===== config.mk =====
export PLATFORM = sky130hd
export DESIGN_NAME = req_arbiter
export DESIGN_NICKNAME = d
export VERILOG_FILES = /design/src/common/secmem_pkg.sv /design/src/design/mem_net/req_arbiter.sv
export SDC_FILE = /design/constraint.sdc
export NUM_CORES = 1
export LEC_CHECK = 0
export BUFFER_PORTS_ARGS = -buffer_cell sky130_fd_sc_hd__clkbuf_2
export CORE_AREA = 2 2 88 90
export DETAILED_ROUTE_END_ITERATION = 6
export DIE_AREA = 0 0 90 92
export PLACE_DENSITY = 0.57
export SLEW_MARGIN = 0
export SYNTH_ARGS = -nofsm -noshare
export SYNTH_HDL_FRONTEND = slang
export SYNTH_SLANG_ARGS = --single-unit

===== constraint.sdc =====
create_clock -name clk -period 1.1 [get_ports clk]
set_input_delay 0 -clock clk [delete_from_list [all_inputs] [get_ports clk]]
set_output_delay 0 -clock clk [all_outputs]
set_load 0.02 [all_outputs]

===== src/common/secmem_pkg.sv =====
// secure data memory shared definitions
// field widths, payload types and request encoding used by every block

package secmem_pkg;

	//====================================================================
	// field widths
	//====================================================================

	localparam int c_addr_nbits   = 32;
	localparam int c_data_nbits   = 32;
	localparam int c_opaque_nbits = 8;

	// byte address to word index
	localparam int c_word_offset = 2;

	// one port per security domain, port index is the domain number
	localparam int c_num_ports = 2;

	//====================================================================
	// message fields
	//====================================================================

	// byte address of a request
	typedef logic [c_addr_nbits-1:0] addr_t;

	// write data and read data
	typedef logic [c_data_nbits-1:0] data_t;

	// requester tag, returned untouched in the response
	typedef logic [c_opaque_nbits-1:0] opaque_t;

	// request kind, same encoding as the memory messages
	typedef enum logic {
		c_req_read  = 1'b0,
		c_req_write = 1'b1
	} req_type_t;

endpackage


===== src/design/mem_net/req_arbiter.sv =====
`timescale 1ns/1ps
// request arbiter
// round-robin merge of the two domain request ports onto one grant channel

module req_arbiter (
	input  logic clk,
	input  logic reset,

	// domain 0 request
	input  logic req0_val,
	output logic req0_rdy,
	input  secmem_pkg::req_type_t req0_type,
	input  secmem_pkg::opaque_t req0_opaque,
	input  secmem_pkg::addr_t req0_addr,
	input  secmem_pkg::data_t req0_data,

	// domain 1 request
	input  logic req1_val,
	output logic req1_rdy,
	input  secmem_pkg::req_type_t req1_type,
	input  secmem_pkg::opaque_t req1_opaque,
	input  secmem_pkg::addr_t req1_addr,
	input  secmem_pkg::data_t req1_data,

	// merged request
	output logic grant_val,
	input  logic grant_rdy,
	output logic grant_port,
	output secmem_pkg::req_type_t grant_type,
	output secmem_pkg::opaque_t grant_opaque,
	output secmem_pkg::addr_t grant_addr,
	output secmem_pkg::data_t grant_data
);

	// port served by the last transfer
	logic last_q;
	// port that wins a tie
	logic prio_port;

	assign prio_port = 1'((int'(last_q) + 1) % secmem_pkg::c_num_ports);

	// selection
	always_comb begin
		grant_val = req0_val || req1_val;
		if (req0_val && req1_val) begin
			grant_port = prio_port;
		end else begin
			grant_port = req1_val;
		end
	end

	// payload of the selected port
	assign grant_type   = grant_port ? req1_type : req0_type;
	assign grant_opaque = grant_port ? req1_opaque : req0_opaque;
	assign grant_addr   = grant_port ? req1_addr : req0_addr;
	assign grant_data   = grant_port ? req1_data : req0_data;

	// ready goes back to the selected port only
	assign req0_rdy = grant_rdy && (grant_port == 1'b0);
	assign req1_rdy = grant_rdy && (grant_port == 1'b1);

	// last served starts at the top port so port 0 wins first
	always_ff @(posedge clk) begin
		if (reset) begin
			last_q <= 1'(secmem_pkg::c_num_ports - 1);
		end else if (grant_val && grant_rdy) begin
			last_q <= grant_port;
		end
	end

	// a grant always points at a requesting port
	a_grant_has_req: assert property (
		@(posedge clk) disable iff (reset)
		grant_val |-> (grant_port ? req1_val : req0_val)
	);

endmodule


==> results of run 1 <==
-- logic make-up after synthesis --
group / Yosys count
flops: 1
simple gates: 4
buf+inv: 8
mux: 73
compound gates: 3
-- what timing repair did --
action | in CTS | in global routing
gates cloned | 2 | 6
setup endpoints to repair | 74 | 74
gates resized for setup | 3 | 69
endpoints found under the hold margin | 0 | 0
setup buffers | 4 | 0
-- how the worst max path moves through the flow --
stage	to	start	slack, ns
floorplan	grant_data[18]	last_q$_SDFFE_PP1P_	-0.04
global placement	grant_opaque[3]	last_q$_SDFFE_PP1P_	-0.23
detailed placement	grant_opaque[3]	last_q$_SDFFE_PP1P_	-0.25
CTS	grant_opaque[4]	last_q$_SDFFE_PP1P_	-0.20
global route	grant_addr[31]	last_q$_SDFFE_PP1P_	-0.25
finish	grant_opaque[3]	last_q$_SDFFE_PP1P_	-0.20
-- worst register-to-register path, delay by kind of cell, from the launching register on --
kind / cells / cell delay (ns)
compound gates: 1 / 0.07
flops: 1 / 0.34
simple gates: 1 / 0.16
-- per-layer routing --
layer / up-vias / global-route usage [%]
li1: 809 / -
met1: 728 / 11.2
met2: 123 / 22.7
met3: 0 / 2.71
met4: 0 / 0
met5: - / 0
-- cell usage in the layout (no fill, tap or decap) --
cell type / instances
a21boi_4: 1
a21oi_1: 1
and2_1: 1
and3_1: 1
buf_12: 2
buf_16: 2
buf_2: 1
buf_4: 4
buf_6: 21
clkbuf_16: 5
clkbuf_2: 206
clkbuf_4: 1
dfxtp_2: 1
mux2_2: 26
mux2_4: 47
nor2b_1: 1
o21bai_1: 1
or2_2: 1
-- layout make-up --
class / instances / area (µm²)
fillers: 770 / 4710
multi-input cells: 80 / 1050
flip-flops and latches: 1 / 21.3
well taps: 102 / 128
repair buffers: 242 / 1530
-- power groups by stage --
| stage | Combinational [mW] | Sequential (mW) | Clock [mW] |
|---|---|---|---|
| 2_1_floorplan | 0.814 | 0.0425 | 0 |
| 3_3_place_gp | 1.27 | 0.0426 | 0 |
| 3_5_place_dp | 1.29 | 0.0430 | 0 |
| 4_1_cts | 1.35 | 0.0430 | 0 |
| 5_1_grt | 1.61 | 0.0432 | 0 |
| 6_report | 1.52 | 0.0430 | 0 |
-- metrics by stage --
step / worst slack (ns) / cell area [µm²] / hold slack [ns] / power (mW) / std cells
finish: -0.200 / 2730 / 0.200 / 1.57 / 425
global route: -0.248 / 2730 / 0.220 / 1.66 / 425
CTS: -0.205 / 2440 / 0.210 / 1.39 / 419
detailed placement: -0.247 / 2350 / 0.210 / 1.33 / 413
global placement: -0.231 / 2350 / 0.202 / 1.32 / 413
floorplan: -0.0431 / 1160 / 0.107 / 0.857 / 89
==> impl_metrics.toml, run 1 <==
[critical_path]
critPathMaxStageDelay_ns = 0.35
rr_worst_depth = 2
timing.rr.end = "last_q$_SDFFE_PP1P_"
regToRegSetupSlack_ns = 0.42
cpMaxStageDelayCell = "mux2_2"
end_kind = "primary output"
worst_ep_arrival_time_ns = 1.30
worst-path-buf-inv = 3
crit_cells = 5
crit_required_ns = 1.10
start_kind = "register"
path_cells = "a21boi_4 -> buf_4 -> buf_12 -> mux2_2 -> buf_2"
crit_type = "reg -> out"
r2r-start = "last_q$_SDFFE_PP1P_"
path_max_fanout = 10
critPathTopFamily = "buffers and inverters"

[synth]
synthSimpleGateAreaFrac_pct = 2.18
synth_flop_cell = "dfxtp_1"
synth_top_family_by_area = "multiplexers"
synth_xor_area_share_pct = 0
ys_seq_area_share_pct = 1.75
netlist_area_um2 = 1150
syn_area_per_cell_um2 = 12.9
yosys_warnings = 0
synth_area_leaders = "mux2_4 48%, mux2_2 35%, buf_12 5.2%"
syn_inst = 89
synth.most_common_cell = "mux2_4"
synthAdderAreaFrac_pct = 0
synth_nets = 240
ys_top_cells_by_count = "37 x mux2_4, 36 x mux2_2, 3 x buf_12, 3 x buf_4"
synth_top_area_share_pct = 48.5
synth_seq_cells = 1
synth_compound_area_share_pct = 2.73
synthDistinctLibCells = 14
synth-edff-count = 0
synth-async-reset-ratio_pct = 0
yosysTopAreaCell = "mux2_4"
muxShareOfSynthArea_pct = 83.8

[floorplan]
core_um2 = 7450
start_util_pct = 15.4
die_area_um2 = 8280
dieHeight_um = 92
chipWidth_um = 90
row_count = 32
io_pins = 228

[sta]
hold_violations = 0
setup_tns_ns = -12.19
setup_ws_ns = -0.200
min_period_over_period_pct = 118
setup_viol = 74
clock.fmax_mhz = 769
finalClockSkew_ns = 0
relSlewSlack_pct = 89.9
worst_slew_pin_slew_ns = 0.151
period_needed_ns = 1.30
rsz0062_at_grt = "true"
slew_violations = 0

[grt]
track_usage_pct = 10.8
grt_pass1_wl_mm = 7.52
grt_antenna_before_repair = 0
grt_overflow = 0
grt_pass1_vias = 1575
grt_max_degree = 21

[power]
p_seq_share_pct = 2.7
p_leak_nw = 1.60
p_sw_share_pct = 43.4
switchingPower_uw = 681
vdd_drop_max_mv = 0.218
clkPwrFrac_pct = 0
pwr-share-comb_pct = 97.3
p_per_area_nw_per_um2 = 573
internal-power_uw = 887

[clocking]
clock_latency_ns = 0
ctsHoldBuffers = 0
clkSlewWorstSetupHoldPaths_ns = 0

[route]
first_pass_iters = 4
wl_met1_mm = 1.96
drt-initial-drc-count = 14
drc = 0
wl_met2_mm = 3.18
dr_total_vias = 1660
routed_wl_mm = 5.74
wire_per_inst_um = 13.5
routed_via_density = 3.91
ant_nets = 0
wl_met3_um = 601
dr.max_layer_used = "met3"

[layout]
largest_register_ff_count = 1
drive_gt1_share_pct = 98.5
largest-register = "last_q"
area_growth_pct = 139
top_regs = "last_q (1)"
fin_nets = 476
antenna_cells = 0
fin_util_pct = 36.7

[hold_path]
hold_depth = 2
hold_path.class = "in -> reg"
hold-path-endpoint = "last_q$_SDFFE_PP1P_"
min_from = "reset"

[run_status]
failed_checks = "negative setup slack"
status = "finished, violations left"

[placement]
dpl.hpwl_mm = 4.47
io_buffers = 227
gp_congestion = 0.711

[run]
maxCapViolCount = 0
Note: power is estimated with default switching activity, not from simulation.
==> inputs of run 2 (changes only) <==
Settings changed: CORE_AREA 2 2 88 90 to 2 2 89 91, DIE_AREA 0 0 90 92 to 0 0 91 93, PLACE_DENSITY 0.57 to 0.54.
Clock period 1.1 ns to 1.5 ns, I/O delays scaled along.
==> impl_metrics.toml, run 2 (same netlist as run 1, synthesis figures left out) <==
[floorplan]
dieHeight_um = 93
io_pins = 228
die_area_um2 = 8460
chipWidth_um = 91
core_um2 = 7530
row_count = 32
start_util_pct = 15.2

[placement]
dpl_worst_slack_ns = 0.141
io_buffers = 227
place_area_um2 = 2340
gp_congestion = 0.748
dpl.hpwl_mm = 4.19

[power]
p_leak_nw = 1.41
p_per_area_nw_per_um2 = 409
vdd_drop_max_mv = 0.154

[layout]
final_common_cell = "clkbuf_2"
antenna_cells = 0
fin_area_um2 = 2340
area_growth_pct = 104
top_regs = "last_q (1)"
drive_gt1_share_pct = 98.1
fin_nets = 463
final_cell_mix = "227 x clkbuf_2, 37 x mux2_4, 36 x mux2_2"
largest-register = "last_q"
largest_register_ff_count = 1

[critical_path]
crit_type = "reg -> out"
crit_required_ns = 1.50
worst-path-buf-inv = 2
worst_ep_arrival_time_ns = 1.36
start_kind = "register"
cpMaxStageDelayCell = "mux2_2"
critPathMaxStageDelay_ns = 0.37
end_kind = "primary output"
path_max_fanout = 40
path_cells = "a21boi_4 -> buf_12 -> mux2_2 -> clkbuf_2"
critPathTopFamily = "buffers and inverters"

[clocking]
cts_setup_buffers = 0
cts_resized = 0
clkSlewWorstSetupHoldPaths_ns = 0
clock_latency_ns = 0
ctsHoldBuffers = 0

[route]
routed_via_density = 3.82
drc = 0
wire_per_inst_um = 10.9
dr_total_vias = 1574
drt-initial-drc-count = 8
routed_wl_mm = 4.48
first_pass_iters = 4
ant_nets = 0

[sta]
setup_tns_ns = 0
min_period_over_period_pct = 90.8
setup_viol = 0
hold_ws_ns = 0.195
relSlewSlack_pct = 82.3
rsz0062_at_grt = "false"
finalClockSkew_ns = 0
slew_violations = 0
clock.fmax_mhz = 734
setup_ws_ns = 0.138
period_needed_ns = 1.36
worst_slew_pin_slew_ns = 0.266
hold_violations = 0

[grt]
grt_antenna_before_repair = 0
grt_pass1_vias = 1432
grt_max_degree = 41
grt_pass1_wl_mm = 6.42
track_usage_pct = 8.82
grt_overflow = 0

[run_status]
status = "finished, final reports clean"

[hold_path]
hold_path.class = "in -> reg"

[run]
maxCapViolCount = 0
[run 2: cell types whose count changed in the layout (fill, tap and decap cells not counted)]
cell,change
clkbuf_2,+21
clkbuf_4,-1
mux2_4,-10
clkbuf_16,-5
buf_6,-21
mux2_2,+10
dfxtp_1,+1
buf_16,-2
dfxtp_2,-1
buf_2,-1
buf_4,-4
[run 2: worst paths after layout]
path,from,endpoint,slack (ns),cells after the start
worst min-delay path,reset,last_q$_SDFFE_PP1P_,0.19,2
worst min register to register,last_q$_SDFFE_PP1P_,last_q$_SDFFE_PP1P_,0.55,2
worst max-delay path,last_q$_SDFFE_PP1P_,grant_addr[31],0.14,4
worst max register to register,last_q$_SDFFE_PP1P_,last_q$_SDFFE_PP1P_,0.79,2
[run 2: report_power, final]
| group | switching, mW | internal [mW] |
|---|---|---|
| clock | 0 | 0 |
| sequential | 0.00190 | 0.0290 |
| combinational | 0.445 | 0.480 |
[run 2: layout make-up]
cell class	instances	area [µm²]
well taps	102	128
repair buffers	229	1180
flip-flops and latches	1	20.0
fillers	834	5190
multi-input cells	80	1020
[run 2: per-stage QoR]
stage,total power [mW],std cells,utilization [%]
global route,1.02,412,31.1
floorplan,0.624,89,-
CTS,0.970,412,31.1
finish,0.956,412,31.1
detailed placement,0.967,412,31.1
global placement,0.960,412,31.1
[run 2: per-layer routing]
layer	wire length (µm)	GRT usage, %	vias to the layer above
li1	-	-	779
met1	1490	9.41	661
met2	2380	18.2	134
met3	617	2.34	0
met4	0	0	0
met5	0	0	-
