File: config.mk
export PLATFORM = sky130hd
export DESIGN_NAME = partition_check
export DESIGN_NICKNAME = d
export VERILOG_FILES = /design/src/common/secmem_pkg.sv /design/src/design/mem_ctrl/partition_check.sv
export SDC_FILE = /design/constraint.sdc
export NUM_CORES = 1
export LEC_CHECK = 0
export CAP_MARGIN = 20
export CORE_MARGIN = 2
export CORE_UTILIZATION = 40
export DETAILED_ROUTE_END_ITERATION = 10
export DONT_BUFFER_PORTS = 1
export SLEW_MARGIN = 25
export SYNTH_ARGS = -nofsm -noshare
export SYNTH_HDL_FRONTEND = slang
export SYNTH_SLANG_ARGS = --single-unit
File: constraint.sdc
create_clock -name clk -period 3.5 [get_ports clk]
set_input_delay 0.525 -clock clk [delete_from_list [all_inputs] [get_ports clk]]
set_output_delay 0.525 -clock clk [all_outputs]
set_load 0.005 [all_outputs]
File: src/common/secmem_pkg.sv
// secure data memory shared definitions
// field widths, payload types and request encoding used by every block

package secmem_pkg;

	//====================================================================
	// field widths
	//====================================================================

	localparam int c_addr_nbits   = 32;
	localparam int c_data_nbits   = 32;
	localparam int c_opaque_nbits = 8;

	// byte address to word index
	localparam int c_word_offset = 2;

	// one port per security domain, port index is the domain number
	localparam int c_num_ports = 2;

	//====================================================================
	// message fields
	//====================================================================

	// byte address of a request
	typedef logic [c_addr_nbits-1:0] addr_t;

	// write data and read data
	typedef logic [c_data_nbits-1:0] data_t;

	// requester tag, returned untouched in the response
	typedef logic [c_opaque_nbits-1:0] opaque_t;

	// request kind, same encoding as the memory messages
	typedef enum logic {
		c_req_read  = 1'b0,
		c_req_write = 1'b1
	} req_type_t;

endpackage

File: src/design/mem_ctrl/partition_check.sv
`timescale 1ns/1ps
// partition check
// holds the partition address and decides if a domain may touch an address

module partition_check #(
	parameter secmem_pkg::addr_t p_initial_par = 32'h200
) (
	input  logic clk,
	input  logic reset,

	// partition update
	input  logic par_en,
	input  secmem_pkg::addr_t par_addr,

	// access under check
	input  secmem_pkg::addr_t chk_addr,
	input  logic chk_domain,
	output logic allowed
);

	// first address owned by domain 1
	secmem_pkg::addr_t par_q;

	// new partition takes effect on the edge after par_en
	always_ff @(posedge clk) begin
		if (reset) begin
			par_q <= p_initial_par;
		end else if (par_en) begin
			par_q <= par_addr;
		end
	end

	// domain 0 below the partition, domain 1 at or above it
	always_comb begin
		if (chk_domain) begin
			allowed = (chk_addr >= par_q);
		end else begin
			allowed = (chk_addr < par_q);
		end
	end

endmodule

==> results.txt, run 1 <==
The starting density of the core came out at 0.416. The insertion delay of the later-clocked pin in the worst-skew pair is 0.28 ns. The power per unit of standard cell area is 427 nW/um2. The mean area per synthesized cell is 8.81 um2.

In this run, post-CTS hold repair placed 0 buffers. The count of nets left with antenna violations once routing finished came out at 0. The arrival time reported for the critical path endpoint is 2.08 ns. The depth of the worst register-to-register path came out at 2. The yosys synthesis warning count came out at 0. The worst register-to-register path begins at par_q[8]$_SDFFE_PP0P_. The number of global-route vias before repair came out at 1,445. In the final routed layout, each cell accounts on average for 13.5 um.

Of the total power, the clock network draws 0.425. The data required time at the worst endpoint came out at 2.97 ns. The I/O pin count is 69.

Of the post-synthesis cell area, the dominant cell type holds 0.326. The last weighted congestion value of the routability-driven placer is 0.733. The initial antenna violation count is 0. The maximum clock skew at final layout is 0 ns. Summed over all instances, the cell type with the most area after synthesis is dfxtp_1. The sequential power share is 0.433. The growth of design area from synthesis to finish is 9.17%. The final layout contains routed wiring with a total length of 3.94 mm.

The global-route wire length before repair came out at 6.28 mm. After detailed routing, the number of vias per cell comes to 4.86. In this run the clock root is driven by a clkbuf_8.

The clock drives 32 sinks. For this run, asynchronously set or reset flops after synthesis account for 0. The setup slack of the most critical reg-to-reg path is 2.88 ns. The max capacitance violation total is 0. The largest buffer count on any clock path came out at 2. The post-route clock period utilization came out at 0.744. The clock-pin slew of the registers on the worst-case setup and hold paths is 0.07 ns.

The largest fanout of any net on the critical path is 4. The worst setup path is launched from a flip-flop. The count of H-tree levels built during CTS is 2. Of the cells placed in the final design, the portion with a size suffix greater than 1 is 0.0491. The detailed route wirelength on metal3 is 297 um. The post-synth net total is 323.

The area of the die came out at 5490 um2. The number of enable flip-flop cells after synthesis is 0. Counting instances, the worst hold path has a depth of 1. par_q holds more flip-flops than any other register. TritonCTS built the clock tree.

In the routed design, unresolved DRC markers number 0. Detailed placement ended at an HPWL of 3.06 mm. The first detailed-routing pass ran for 4 iterations. At the end of the flow, the number of nets in the layout was 323. Once the clock tree was built, the setup fixing pass inserted 0 buffers.

The wire length the detailed router placed on met1 is 1.74 mm. The setup path with the least slack is of type reg -> out. The number of flip-flops in the largest register is 32. The reported leakage power came out at 0.966 nW. The detailed router placed 1,413 vias in this run.

The flow ran to the end, and the final reports show no timing, DRC or antenna violations. The total global-route track usage came out at 0.151. The maximum VDD drop came out at 0.000231 V. In the layout the commonest cells are 34 x inv_1, 34 x nor2_1, 32 x ha_1, 32 x dfxtp_1, 31 x mux2i_1. The worst register-to-register path ends at par_q[8]$_SDFFE_PP0P_. The switching power share of the total is 0.232. The die width is 74.1 um. The cell row count came out at 25. The worst hold path terminates at par_q[18]$_SDFFE_PP0P_. The minimum clock period came out at 2.60 ns. Setup violations remaining at the end of the flow were counted as 0. Summed over all nets, wire length on met2 after detailed routing comes to 1.84 mm.

Post-CTS repair changed the size of 0 cells. Setup repair after global routing left no endpoint under its margin. After synthesis, the cell types taking the most area are dfxtp_1 33%, ha_1 20%, mux2i_1 16%, inv_1 6.5%, nor2_1 6.5%. Of the total power, combinational logic draws 0.142. Based on the critical path, the design can be clocked at up to 384 MHz.

The region available for standard cell placement spans 4720 um2. The number of port buffers came out at 0. The number of unique standard cell types used by synthesis is 30. For this run, the leading register cell type out of synthesis is dfxtp_1.

The path class of the tightest hold or removal check is in -> reg. The final-report hold violation count was 0. The total CTS buffers came out at 5. After the first detailed-routing iteration, the DRC count stood at 51.

The largest net degree at the start of global routing came out at 34. The number of antenna diodes in the final layout is 0. For this run, the share of the core covered by cells in the final layout is 0.454. The number of instances in the synthesized netlist is 223. The number of pins with negative max-slew slack in the final report is 0. STA classifies the critical path endpoint as a primary output. Summed over all layers, the global routing overflow is 0.

In the final layout, the registers with the most flip-flops are par_q x32. In this run the most critical hold path is launched from reset. The actual slew at the worst max-slew pin came out at 0.359 ns. The final-layout setup total negative slack is 0 ns. The uppermost signal routing layer after detailed routing is met4. The y dimension of the die came out at 74.1 um. The flop and latch count out of synthesis came out at 32. The portion of the post-synthesis area used by sequential elements came out at 0.326.

The cell-internal power is 703 uW. The worst pin sits at a relative slew slack of 0.761. The switching power total is 213 uW. The synthesized area came out at 1960 um2.
metrics by stage:
| stage | cell area, um2 | hold slack, ns | worst slack [ns] | total power [mW] | cells |
|---|---|---|---|---|---|
| floorplan | 1960 | 0.459 | 1.22 | 0.523 | 223 |
| global placement | 2020 | 0.475 | 1.01 | 0.533 | 283 |
| detailed placement | 2020 | 0.484 | 1.01 | 0.537 | 283 |
| CTS | 2140 | 0.293 | 0.841 | 0.936 | 291 |
| global route | 2140 | 0.288 | 0.687 | 0.972 | 291 |
| finish | 2140 | 0.307 | 0.897 | 0.916 | 291 |
layer usage:
layer	GRT usage	vias to the layer above
met1	0.179	608
met3	0.0583	4
met4	0.0646	0
met5	0	-
met2	0.246	37
li1	-	764
synth_stat cells (all sizes together), types with 2 or more instances:
cell type  number
nor2           34
nand2           9
clkbuf          4
o21ai           4
nor4            2
nand4           8
mux2i          31
inv            34
dfxtp          32
buf             3
o211ai          2
a21oi          13
ha             32
logic make-up after synthesis:
group | count (synthesis) | synth area share
AO/OA/AOI/OAI | 29 | 0.102
adder cells (fa/ha/maj) | 32 | 0.204
buffers and inverters | 41 | 0.0802
flip-flops | 32 | 0.326
multiplexers | 31 | 0.158
AND/OR/NAND/NOR | 58 | 0.130
worst max-delay path by stage:
stage	startpoint	end	cells after the start
2_1_floorplan	chk_addr[13]	allowed	6
3_3_place_gp	chk_addr[15]	allowed	6
3_5_place_dp	chk_addr[15]	allowed	6
4_1_cts	par_q[15]$_SDFFE_PP0P_	allowed	7
5_1_grt	par_q[30]$_SDFFE_PP0P_	allowed	6
6_report	par_q[15]$_SDFFE_PP0P_	allowed	7
critical path, stage by stage, from the launching register on:
cell      delay, ns
dfxtp_1        0.33
inv_1          0.05
ha_1           0.32
nand4_1        0.20
nor4_1         0.39
a2111o_1       0.15
o31ai_1        0.07
a211oi_2       0.29
power by group through the flow:
stage	Sequential (mW)	Clock, mW	Combinational [mW]
CTS	0.397	0.407	0.133
floorplan	0.402	0	0.121
global route	0.399	0.416	0.157
global placement	0.404	0	0.128
detailed placement	0.405	0	0.132
finish	0.397	0.389	0.130
final cells by class:
type,count,area [um2]
Sequential cell,32,641
Inverter,34,128
Tap cell,67,83.8
Clock inverter,1,30.0
Clock buffer,7,96.3
Fill cell,470,2580
Multi-Input combinational cell,150,1170
Power figures use the tool's default switching activity.
==> run 2, diff against run 1 <==
clock period = 2.6 ns   (was 3.5 ns; I/O delays follow)
==> run 2 against run 1 <==
Combinational power rose by 36%. Non-clock buffer count did not move. Critical endpoint unchanged. Sequential share of layout area rose by 0.42 points.
==> results.txt, run 2 (synthesis results as in run 1) <==
The maximum VDD drop is 0.000289 V. Counting the buffers created by CTS gives 5. The register with the most flip-flops in the final layout is par_q. The data required time at the worst endpoint is 2.21 ns. The area of the die is 5490 um2. The maximum clock skew at final layout is 0 ns. The clock-pin slew of the registers on the worst-case setup and hold paths came out at 0.07 ns.

The y dimension of the die is 74.1 um. The post-route clock period utilization is 0.931. STA classifies the critical path startpoint as a flip-flop.

The number of flip-flops in the largest register is 32. The number of global-route vias before repair came out at 1,397. The share of total power dissipated in sequential elements is 0.483. The number of buffers inserted by hold repair at cts came out at 0. The min-delay analysis places its worst path in the category in -> reg.

The arrival time reported for the critical path endpoint is 2.03 ns. The portion of total power attributed to the clock network came out at 0.357. Summed over all nets, the half-perimeter wirelength after detailed placement is 2.99 mm. After floorplanning, the core was sized to cover 4720 um2. The number of vias per cell is 4.93. The filler cell count is 472.

Total power for the finished layout comes to 1.10 mW. In this run the deepest clock path goes through 2 buffers. Summing over every cut layer, the via total after detailed routing is 1,436. The number of pins with negative max-slew slack in the final report is 0. The number of DRC violations after detailed routing is 0. The number of DRC markers after the initial detailed-route iteration came out at 30. The busiest layer in global routing is met2. Summing all non-filler instances in the final layout gives an area of 2110 um2. The number of diodes added for antenna fixing is 0. Measured against its own limit, the worst slew margin works out to 0.737. The worst setup path is of the reg -> out kind. Setup violations remaining at the end of the flow were counted as 0. The setup fix buffers added after clock tree synthesis came out at 0. At the end of routability-driven placement, the weighted congestion stood at 0.692. The setup slack of the most critical reg-to-reg path came out at 1.99 ns. The total global-route track usage came out at 0.147. The actual slew at the worst max-slew pin is 0.391 ns. The flow ran to the end, and the final reports show no timing, DRC or antenna violations.

The proportion of power drawn by combinational gates is 0.160. The die width is 74.1 um. The worst setup path is captured at a primary output. The buffer cell driving the clock tree root is clkbuf_8. The number of detailed-route iterations in the first pass is 4. In the global route stage, met3 resource usage came out at 0.0569. The insertion delay of the later-clocked pin in the worst-skew pair is 0.28 ns.

The least setup slack across all paths after layout came out at 0.180 ns. The met1 layer usage reported by global route came out at 0.187. The minimum clock period came out at 2.42 ns. The fraction of final layout cells with drive strength greater than 1 is 0.0446.

The initial antenna violation count came to 0. The I/O pin count is 69. The reported leakage power came out at 0.947 nW.

The growth of design area from synthesis to finish is 7.64%. The post-placement cell area came out at 2020 um2. The number of clock sinks is 32. The max capacitance violation total came out at 0.

The H-tree was split into 2 levels. The library cells used most frequently in the layout, excluding fill and tap cells, are 34 x inv_1, 34 x nor2_1, 32 x ha_1, 32 x dfxtp_1, 31 x mux2i_1. The cell-internal power came out at 825 uW. For this configuration, the core starts out at a cell density of 0.416. For this run the aggregate overflow at the end of global routing stands at 0. The routed length per instance is 13.2 um. The cell row count is 25. The switching power total came out at 279 uW. The largest registers in the layout are par_q x32. The number of port buffers came out at 0. The power per unit of standard cell area is 522 nW/um2. The global-route wire length before repair is 6.10 mm. The clock tree from TritonCTS is done. The final-report hold violation count came to 0. The post-place setup slack came out at 0.355 ns. The post-route antenna net violation count came out at 0. The routed design has 3.84 mm of wire. The total number of nets in the final design is 323. The switching power share of the total is 0.252. The largest fanout of any net on the critical path is 4. The largest net degree at the start of global routing came out at 34.

The met2 capacity usage during global routing came out at 0.220. The maximum clock rate is 413 MHz.
run 2: metrics by stage:
step	utilization	cells	setup TNS, ns	hold slack [ns]
4_1_cts	0.446	291	0	0.163
3_3_place_gp	0.427	283	0	0.466
6_report	0.448	291	0	0.173
5_1_grt	0.448	291	-0.0257	0.152
3_5_place_dp	0.427	283	0	0.469
2_1_floorplan	-	223	0	0.459
run 2: path summary, 6_finish.rpt:
kind	start	to	cells past startpoint
hold reg to reg	par_q[30]$_SDFFE_PP0P_	par_q[30]$_SDFFE_PP0P_	2
setup reg to reg	par_q[8]$_SDFFE_PP0P_	par_q[8]$_SDFFE_PP0P_	2
setup / recovery	par_q[15]$_SDFFE_PP0P_	allowed	7
hold / removal	reset	par_q[16]$_SDFFE_PP0P_	1
run 2: what timing repair did:
item                       CTS  global route
hold endpoints to repair     0             0
resized for setup            0             1
setup endpoints to repair    0             1
run 2: metal layers:
metal | vias up | share of wire
li1 | 762 | -
met1 | 627 | 0.46
met2 | 41 | 0.44
met3 | 6 | 0.076
met4 | 0 | 0.018
met5 | - | 0
run 2: final cells by class:
type / instances / area (um2) / area share
clock buffers: 8 / 90.1 / 0.0426
inverters: 34 / 128 / 0.0604
multi-input cells: 150 / 1170 / 0.554
flip-flops and latches: 32 / 641 / 0.303
well taps: 67 / 83.8 / 0.0396
run 2: power groups by stage:
stage	clock, mW	combinational (mW)	sequential [mW]
floorplan	0	0.163	0.541
CTS	0.417	0.179	0.533
global placement	0	0.173	0.544
global route	0.433	0.210	0.536
finish	0.394	0.177	0.534
detailed placement	0	0.177	0.545
run 2: worst max-delay path, cell delays in order (launching register included):
cell and delay, ns:
dfxtp_1 0.33, inv_1 0.04, ha_1 0.32, nand4_1 0.22, nor4_2 0.36, a2111o_1 0.13, o31ai_1 0.07, a211oi_2 0.27
