===== src/common/secmem_pkg.sv =====
// secure data memory shared definitions
// field widths, payload types and request encoding used by every block

package secmem_pkg;

	//====================================================================
	// field widths
	//====================================================================

	localparam int c_addr_nbits   = 32;
	localparam int c_data_nbits   = 32;
	localparam int c_opaque_nbits = 8;

	// byte address to word index
	localparam int c_word_offset = 2;

	// one port per security domain, port index is the domain number
	localparam int c_num_ports = 2;

	//====================================================================
	// message fields
	//====================================================================

	// byte address of a request
	typedef logic [c_addr_nbits-1:0] addr_t;

	// write data and read data
	typedef logic [c_data_nbits-1:0] data_t;

	// requester tag, returned untouched in the response
	typedef logic [c_opaque_nbits-1:0] opaque_t;

	// request kind, same encoding as the memory messages
	typedef enum logic {
		c_req_read  = 1'b0,
		c_req_write = 1'b1
	} req_type_t;

endpackage


===== src/design/mem_ctrl/access_ctrl.sv =====
`timescale 1ns/1ps
// memory access controller
// one request at a time: accept, check and access, then respond to its port

module access_ctrl #(
	parameter int p_mem_nwords = 256
) (
	input  logic clk,
	input  logic reset,

	// granted request
	input  logic grant_val,
	output logic grant_rdy,
	input  logic grant_port,
	input  secmem_pkg::req_type_t grant_type,
	input  secmem_pkg::opaque_t grant_opaque,
	input  secmem_pkg::addr_t grant_addr,
	input  secmem_pkg::data_t grant_data,

	// permission check
	output secmem_pkg::addr_t chk_addr,
	output logic chk_domain,
	input  logic allowed,

	// word memory
	output logic mem_wr_en,
	output logic mem_rd_en,
	output logic [$clog2(p_mem_nwords)-1:0] mem_index,
	output secmem_pkg::data_t mem_wdata,
	input  secmem_pkg::data_t mem_rdata,

	// domain 0 response
	output logic resp0_val,
	input  logic resp0_rdy,
	output secmem_pkg::req_type_t resp0_type,
	output secmem_pkg::opaque_t resp0_opaque,
	output logic resp0_ok,
	output secmem_pkg::data_t resp0_data,

	// domain 1 response
	output logic resp1_val,
	input  logic resp1_rdy,
	output secmem_pkg::req_type_t resp1_type,
	output secmem_pkg::opaque_t resp1_opaque,
	output logic resp1_ok,
	output secmem_pkg::data_t resp1_data
);

	localparam int c_index_nbits = $clog2(p_mem_nwords);

	typedef enum logic [1:0] {
		s_idle,
		s_access,
		s_respond
	} state_t;

	state_t state_q;

	// latched request
	logic req_port_q;
	secmem_pkg::req_type_t req_type_q;
	secmem_pkg::opaque_t req_opaque_q;
	secmem_pkg::addr_t req_addr_q;
	secmem_pkg::data_t req_data_q;

	// response registers
	logic ok_q;
	logic resp_val_q;
	secmem_pkg::data_t resp_data_q;

	secmem_pkg::addr_t word_addr;
	logic resp_rdy;
	logic is_read;

	//====================================================================
	// control FSM
	//====================================================================

	assign grant_rdy = (state_q == s_idle);
	assign resp_rdy  = req_port_q ? resp1_rdy : resp0_rdy;

	// respond spends its first cycle loading the output registers
	always_ff @(posedge clk) begin
		if (reset) begin
			state_q    <= s_idle;
			resp_val_q <= 1'b0;
		end else begin
			case (state_q)
				s_idle: begin
					if (grant_val && grant_rdy) begin
						state_q <= s_access;
					end
				end
				s_access: begin
					state_q <= s_respond;
				end
				s_respond: begin
					if (!resp_val_q) begin
						resp_val_q <= 1'b1;
					end else if (resp_rdy) begin
						resp_val_q <= 1'b0;
						state_q    <= s_idle;
					end
				end
				default: begin
					state_q <= s_idle;
				end
			endcase
		end
	end

	//====================================================================
	// datapath
	//====================================================================

	always_ff @(posedge clk) begin
		if (grant_val && grant_rdy) begin
			req_port_q   <= grant_port;
			req_type_q   <= grant_type;
			req_opaque_q <= grant_opaque;
			req_addr_q   <= grant_addr;
			req_data_q   <= grant_data;
		end
		if (state_q == s_access) begin
			ok_q <= allowed;
		end
		// denied reads and all writes return zero
		if (state_q == s_respond && !resp_val_q) begin
			resp_data_q <= (is_read && ok_q) ? mem_rdata : '0;
		end
	end

	assign is_read = (req_type_q == secmem_pkg::c_req_read);

	// check runs on the latched request
	assign chk_addr   = req_addr_q;
	assign chk_domain = req_port_q;

	// word index wraps at the memory depth
	assign word_addr = req_addr_q >> secmem_pkg::c_word_offset;
	assign mem_index = c_index_nbits'(word_addr % p_mem_nwords);
	assign mem_wdata = req_data_q;

	// memory only touched when the domain owns the address
	assign mem_wr_en = (state_q == s_access) && !is_read && allowed;
	assign mem_rd_en = (state_q == s_access) && is_read && allowed;

	// steer the response to the requesting port
	assign resp0_val    = resp_val_q && (req_port_q == 1'b0);
	assign resp1_val    = resp_val_q && (req_port_q == 1'b1);
	assign resp0_type   = req_type_q;
	assign resp1_type   = req_type_q;
	assign resp0_opaque = req_opaque_q;
	assign resp1_opaque = req_opaque_q;
	assign resp0_ok     = ok_q;
	assign resp1_ok     = ok_q;
	assign resp0_data   = resp_data_q;
	assign resp1_data   = resp_data_q;

	// a stalled response keeps its val and payload
	a_resp0_hold: assert property (
		@(posedge clk) disable iff (reset)
		resp0_val && !resp0_rdy |=> resp0_val &&
			$stable({resp0_type, resp0_opaque, resp0_ok, resp0_data})
	);

	a_resp1_hold: assert property (
		@(posedge clk) disable iff (reset)
		resp1_val && !resp1_rdy |=> resp1_val &&
			$stable({resp1_type, resp1_opaque, resp1_ok, resp1_data})
	);

endmodule


===== config.mk =====
export PLATFORM = sky130hd
export DESIGN_NAME = access_ctrl
export DESIGN_NICKNAME = d
export VERILOG_FILES = /design/src/common/secmem_pkg.sv /design/src/design/mem_ctrl/access_ctrl.sv
export SDC_FILE = /design/constraint.sdc
export NUM_CORES = 1
export LEC_CHECK = 0
export ABC_AREA = 1
export BUFFER_PORTS_ARGS = -buffer_cell sky130_fd_sc_hd__buf_2
export CELL_PAD_IN_SITES_DETAIL_PLACEMENT = 1
export CELL_PAD_IN_SITES_GLOBAL_PLACEMENT = 2
export CORE_ASPECT_RATIO = 0.75
export CORE_MARGIN = 10
export CORE_UTILIZATION = 25
export CTS_CLUSTER_DIAMETER = 60
export DETAILED_ROUTE_END_ITERATION = 8
export GPL_ROUTABILITY_DRIVEN = 0
export PLACE_DENSITY_LB_ADDON = 0.1
export SLEW_MARGIN = 20
export SYNTH_ARGS = -nofsm -noshare
export SYNTH_HDL_FRONTEND = slang
export SYNTH_SLANG_ARGS = --single-unit

===== constraint.sdc =====
create_clock -name clk -period 6.7 [get_ports clk]
set_clock_uncertainty 0.15 [all_clocks]
set_input_delay 0 -clock clk [delete_from_list [all_inputs] [get_ports clk]]
set_output_delay 0 -clock clk [all_outputs]
set_load 0.03 [all_outputs]

==> results.yml, run 1 <==
logic_synthesis:
  yosysWarningCount: 0
  syn_area_um2: 4024
  synth.net_count: 365
  syn_avg_cell_area_um2: 15.90
  ys_seq_area_share_pct: 81.34
  synth_seq_cells: 110
  syn_inst: 253
  yosys.cell_types.count: 12
clocking:
  cts-root-buf: "clkbuf_16"
  path_clk_slew_ps: 80
  clk_latency_ps: 350
  cts_tree: "built"
  cts.htree.levels: 3
  post_cts_buffers: 0
  tritoncts.num_buffers: 9
  clock_sinks: 110
  clockBufferDepth: 2
grt:
  busiest_layer: "met2"
  met1_usage_pct: 12.52
  grt_pass1_wl_um: 21120
  grt_pass1_vias: 3642
  met3_usage_pct: 7.813
  use_met2_pct: 22.70
  grt_max_degree: 74
  grt_antenna_before_repair: 0
  grt-ovfl-total: 0
  grt_usage_pct: 12.82
routing:
  drt-initial-drc-count: 109
  wl_per_cell_um: 17.75
  drtAntennaViolNets: 0
  drc_errors: 0
  vias: 3137
  drtPass1Iterations: 4
  routed_wl_um: 14410
  vias_per_cell: 3.863
placed_design:
  port-buffer-count: 273
  dpl.hpwl_um: 10530
  post-place-ws_ps: 4777
  placed_area_um2: 5275
cells_and_area:
  final_util_pct: 42.28
  layout.nets: 709
  layout-drive-gt1-share_pct: 49.00
  finalInstanceArea_um2: 6729
  insertedDiodeCount: 0
  area_growth_pct: 67.23
die:
  core_area_um2: 15920
  initial_core_util_pct: 25.28
  die-area_um2: 21620
  io_pins: 274
  rows: 40
  die_h_um: 129.9
  die_x_um: 166.5
pwr:
  power_mw: 1.720
  vdd_drop_max_mv: 0.1289
  p_leak_nw: 3.063
  power.density_nw_per_um2: 255.5
status:
  status: "complete, no violations"
min_path:
  min_path_type: "in2reg"
worst_setup_path:
  crit_chain: "nor3_2 -> buf_4"
  worst_ep_required_time_ps: 6530
  worst_path_largest_cell_delay_ps: 760
  crit_path_end_kind: "register"
  path_max_fanout: 73
  critPathLaunchType: "register"
  cp.arrival_ps: 1740
  slowest_stage: "buf_4"
  path_class: "reg2reg"
sta:
  setup_ws_ps: 4795
  relSlewSlack_pct: 36.41
  rsz0062_at_grt: "false"
  min_period_ps: 1905
  slew_violations: 0
  tns_ps: 0
  hold_viol: 0
  finalSetupViolCount: 0
  tightest_slew_ps: 953.8
  fmax_ghz: 0.5249
  finalCritPeriodShare_pct: 28.43
run:
  cap_violations: 0
[final timing paths]
kind	end	slack (ps)	start	cells past startpoint
worst max register to register	resp0_opaque[4]$_DFFE_PP_	4800	state_q[1]$_SDFFE_PP0P_	2
worst min register to register	resp_val_q$_SDFFE_PP0N_	420	resp_val_q$_SDFFE_PP0N_	2
worst min-delay path	resp0_opaque[1]$_DFFE_PP_	200	grant_opaque[1]	2
worst max-delay path	resp0_opaque[4]$_DFFE_PP_	4800	state_q[1]$_SDFFE_PP0P_	2
[synthesized netlist by cell type (all sizes together)]
cell / number / area (um2)
a21oi: 2 / 10.01
buf: 53 / 397.9
dfxtp: 3 / 60.06
edfxtp: 107 / 3213
inv: 41 / 153.9
nand2: 4 / 15.01
nand3: 3 / 15.01
nor2: 36 / 137.6
nor3: 3 / 15.01
nor4: 1 / 6.260
[layout by cell type (no fill, tap or decap), types with 2 or more instances in the layout]
cell type / count
nor2_1: 34
a21oi_1: 2
buf_2: 273
dlygate4sd3_1: 112
bufinv_16: 2
inv_1: 40
clkinv_4: 2
clkbuf_16: 9
nand2_1: 3
edfxtp_1: 107
nand3_1: 3
nor3_1: 2
dfxtp_1: 3
[state kept, by name (all words and copies together) (netlist names), 2 cells and up]
name	cells
state_q	2
resp0_opaque	8
mem_wdata	32
chk_addr	32
resp0_data	32
[worst max-delay path, delay by kind of cell, from the launching register on]
family        cells  cell delay, ps
simple gates      1             220
buf+inv           1             760
flops             1             350
[what timing repair did]
item | CTS | global route
endpoints found under the setup margin | 0 | 0
gates resized for setup | 0 | 0
endpoints found under the hold margin | 111 | 0
hold buffers | 112 | 0
[routing by layer]
metal	part of all wire, %	vias to the layer above
met5	0	-
met4	1.4	0
met3	11	13
met2	52	156
met1	35	1488
li1	-	1480
[through the flow]
stage          cells  hold WS (ps)
4_1_cts          812         175.2
5_1_grt          812         184.1
6_report         812         197.4
3_5_place_dp     684         28.48
2_1_floorplan    253        -80.93
3_3_place_gp     684         26.25
[logic make-up (layout without fill, tap and decap cells)]
group | Yosys count | after routing | share of synthesized area [%]
flip-flops | 110 | 110 | 81.34
AND/OR/NAND/NOR | 47 | 47 | 4.695
buffers and inverters | 94 | 443 | 13.71
AO/OA/AOI/OAI | 2 | 2 | 0.2488
[where the power goes]
part           internal (mW)  switching, mW
logic                  0.108          0.194
registers              0.808         0.0166
clock network          0.333          0.260
[cell type report]
type | instances | area, um2
Clock buffer | 9 | 225.2
Clock inverter | 7 | 105.1
Fill cell | 1733 | 9186
Inverter | 41 | 153.9
Multi-Input combinational cell | 49 | 214.0
Sequential cell | 110 | 3273
Tap cell | 210 | 262.8
Timing Repair Buffer | 386 | 2495
Power figures use the tool's default switching activity.
==> inputs of run 2 (changes only) <==
==> constraint.sdc (replaced) <==
create_clock -name clk -period 1.84 [get_ports clk]
set_clock_uncertainty 0.15 [all_clocks]
set_input_delay 0 -clock clk [delete_from_list [all_inputs] [get_ports clk]]
set_output_delay 0 -clock clk [all_outputs]
set_load 0.03 [all_outputs]
==> run 2 against run 1 <==
Net effect:
- via count shrank 2.3%
- sequential power grew to 3.6 times the previous value
- critical path depth grew 3
- clock power grew to 3.3 times the previous value
- hold slack gained 8.2 ps
- register-to-register slack lost 4500 ps
- design area grew 1.0%
==> results.yml, run 2 (synthesis gave the netlist of run 1 again) <==
status:
  status: "complete, no violations"
worst_setup_path:
  path_max_fanout: 4
  crit_path_end_kind: "register"
  worst_ep_required_time_ps: 1970
  path_class: "reg2reg"
  cp.arrival_ps: 1720
  critPathLaunchType: "register"
cells_and_area:
  layout.nets: 717
  final_common_cell: "buf_2"
  finalInstanceArea_um2: 6798
  n_fill_cell: 1732
  multiInputGateArea_um2: 217.7
  most-common-layout-cells: "buf_2 (273), dlygate4sd3_1 (112), edfxtp_1 (107)"
  layout-drive-gt1-share_pct: 49.51
  seqCellArea_um2: 3274
  insertedDiodeCount: 0
  final_cells: 820
  final_util_pct: 42.71
  area_growth_pct: 68.94
pwr:
  power.density_nw_per_um2: 896.9
  power_mw: 6.097
  p_leak_nw: 3.101
  vdd_drop_max_mv: 0.4382
routing:
  drt-initial-drc-count: 109
  drc_errors: 0
  wl_per_cell_um: 16.68
  drtPass1Iterations: 4
  routed_wl_um: 13680
  drtAntennaViolNets: 0
  vias: 3066
  vias_per_cell: 3.739
placed_design:
  post-place-ws_ps: 244.2
  placed_area_um2: 5380
  dp.cells: 692
  port-buffer-count: 273
  dpl.hpwl_um: 10300
sta:
  setup_ws_ps: 253.2
  fmax_ghz: 0.6302
  finalSetupViolCount: 0
  hold_ws_ps: 205.5
  slew_violations: 0
  finalCritPeriodShare_pct: 86.24
  hold_viol: 0
  min_period_ps: 1587
  tns_ps: 0
  relSlewSlack_pct: 65.23
  tightest_slew_ps: 519.9
  rsz0062_at_grt: "false"
grt:
  grt_usage_pct: 12.09
  grt_pass1_wl_um: 20400
  grt_max_degree: 33
  grt-ovfl-total: 0
  grt_pass1_vias: 3458
  grt_antenna_before_repair: 0
clocking:
  path_clk_slew_ps: 70
  cts.htree.levels: 3
  clockBufferDepth: 2
  clk_latency_ps: 350
  cts-root-buf: "clkbuf_16"
  clock_sinks: 110
  tritoncts.num_buffers: 9
  cts_tree: "built"
run:
  cap_violations: 0
die:
  initial_core_util_pct: 25.28
  core_area_um2: 15920
  io_pins: 274
  die_x_um: 166.5
  die-area_um2: 21620
  die_h_um: 129.9
  rows: 40
min_path:
  min_path_type: "in2reg"
[run 2: changes by cell type in the layout (fill, tap and decap cells not counted), moves of 2 or more]
cell,before,now
buf_12,0,3
buf_4,1,6
clkinv_2,0,2
clkinv_4,2,0
[run 2: path summary, 6_finish.rpt]
check	startpoint	endpoint	slack, ps	cells past startpoint
max	state_q[1]$_SDFFE_PP0P_	state_q[1]$_SDFFE_PP0P_	250	5
max reg2reg	state_q[1]$_SDFFE_PP0P_	state_q[1]$_SDFFE_PP0P_	250	5
min	grant_data[17]	mem_wdata[17]$_DFFE_PP_	210	2
min reg2reg	resp_val_q$_SDFFE_PP0N_	resp_val_q$_SDFFE_PP0N_	420	2
[run 2: timing repair]
item,4_1_cts,5_1_grt
endpoints found under the hold margin,111,0
setup buffers,0,0
hold buffers,112,0
setup endpoints to repair,0,0
gates resized for setup,0,0
[run 2: cell type report]
type / instances / area share (%)
Inverter: 41 / 2.264
Timing Repair Buffer: 394 / 38.14
Multi-Input combinational cell: 49 / 3.203
Clock inverter: 7 / 1.049
Tap cell: 210 / 3.865
Clock buffer: 9 / 3.313
Sequential cell: 110 / 48.17
[run 2: report_power, final]
group | total [mW] | internal (mW) | switching, mW
clock network | 1.97 | 1.06 | 0.906
logic | 1.13 | 0.426 | 0.705
registers | 3.00 | 2.94 | 0.0594
[run 2: per-layer routing]
metal	track usage [%]	share of wire, %
met2	23.36	57
met3	4.748	7.4
met5	0	0
met1	11.72	35
met4	3.658	1.3
[run 2: critical path: stages (launching register included)]
cell and delay [ps]:
dfxtp_1 430, inv_2 60, nor2_2 100, nand3_1 80
dlygate4sd3_1 570, a21oi_1 130
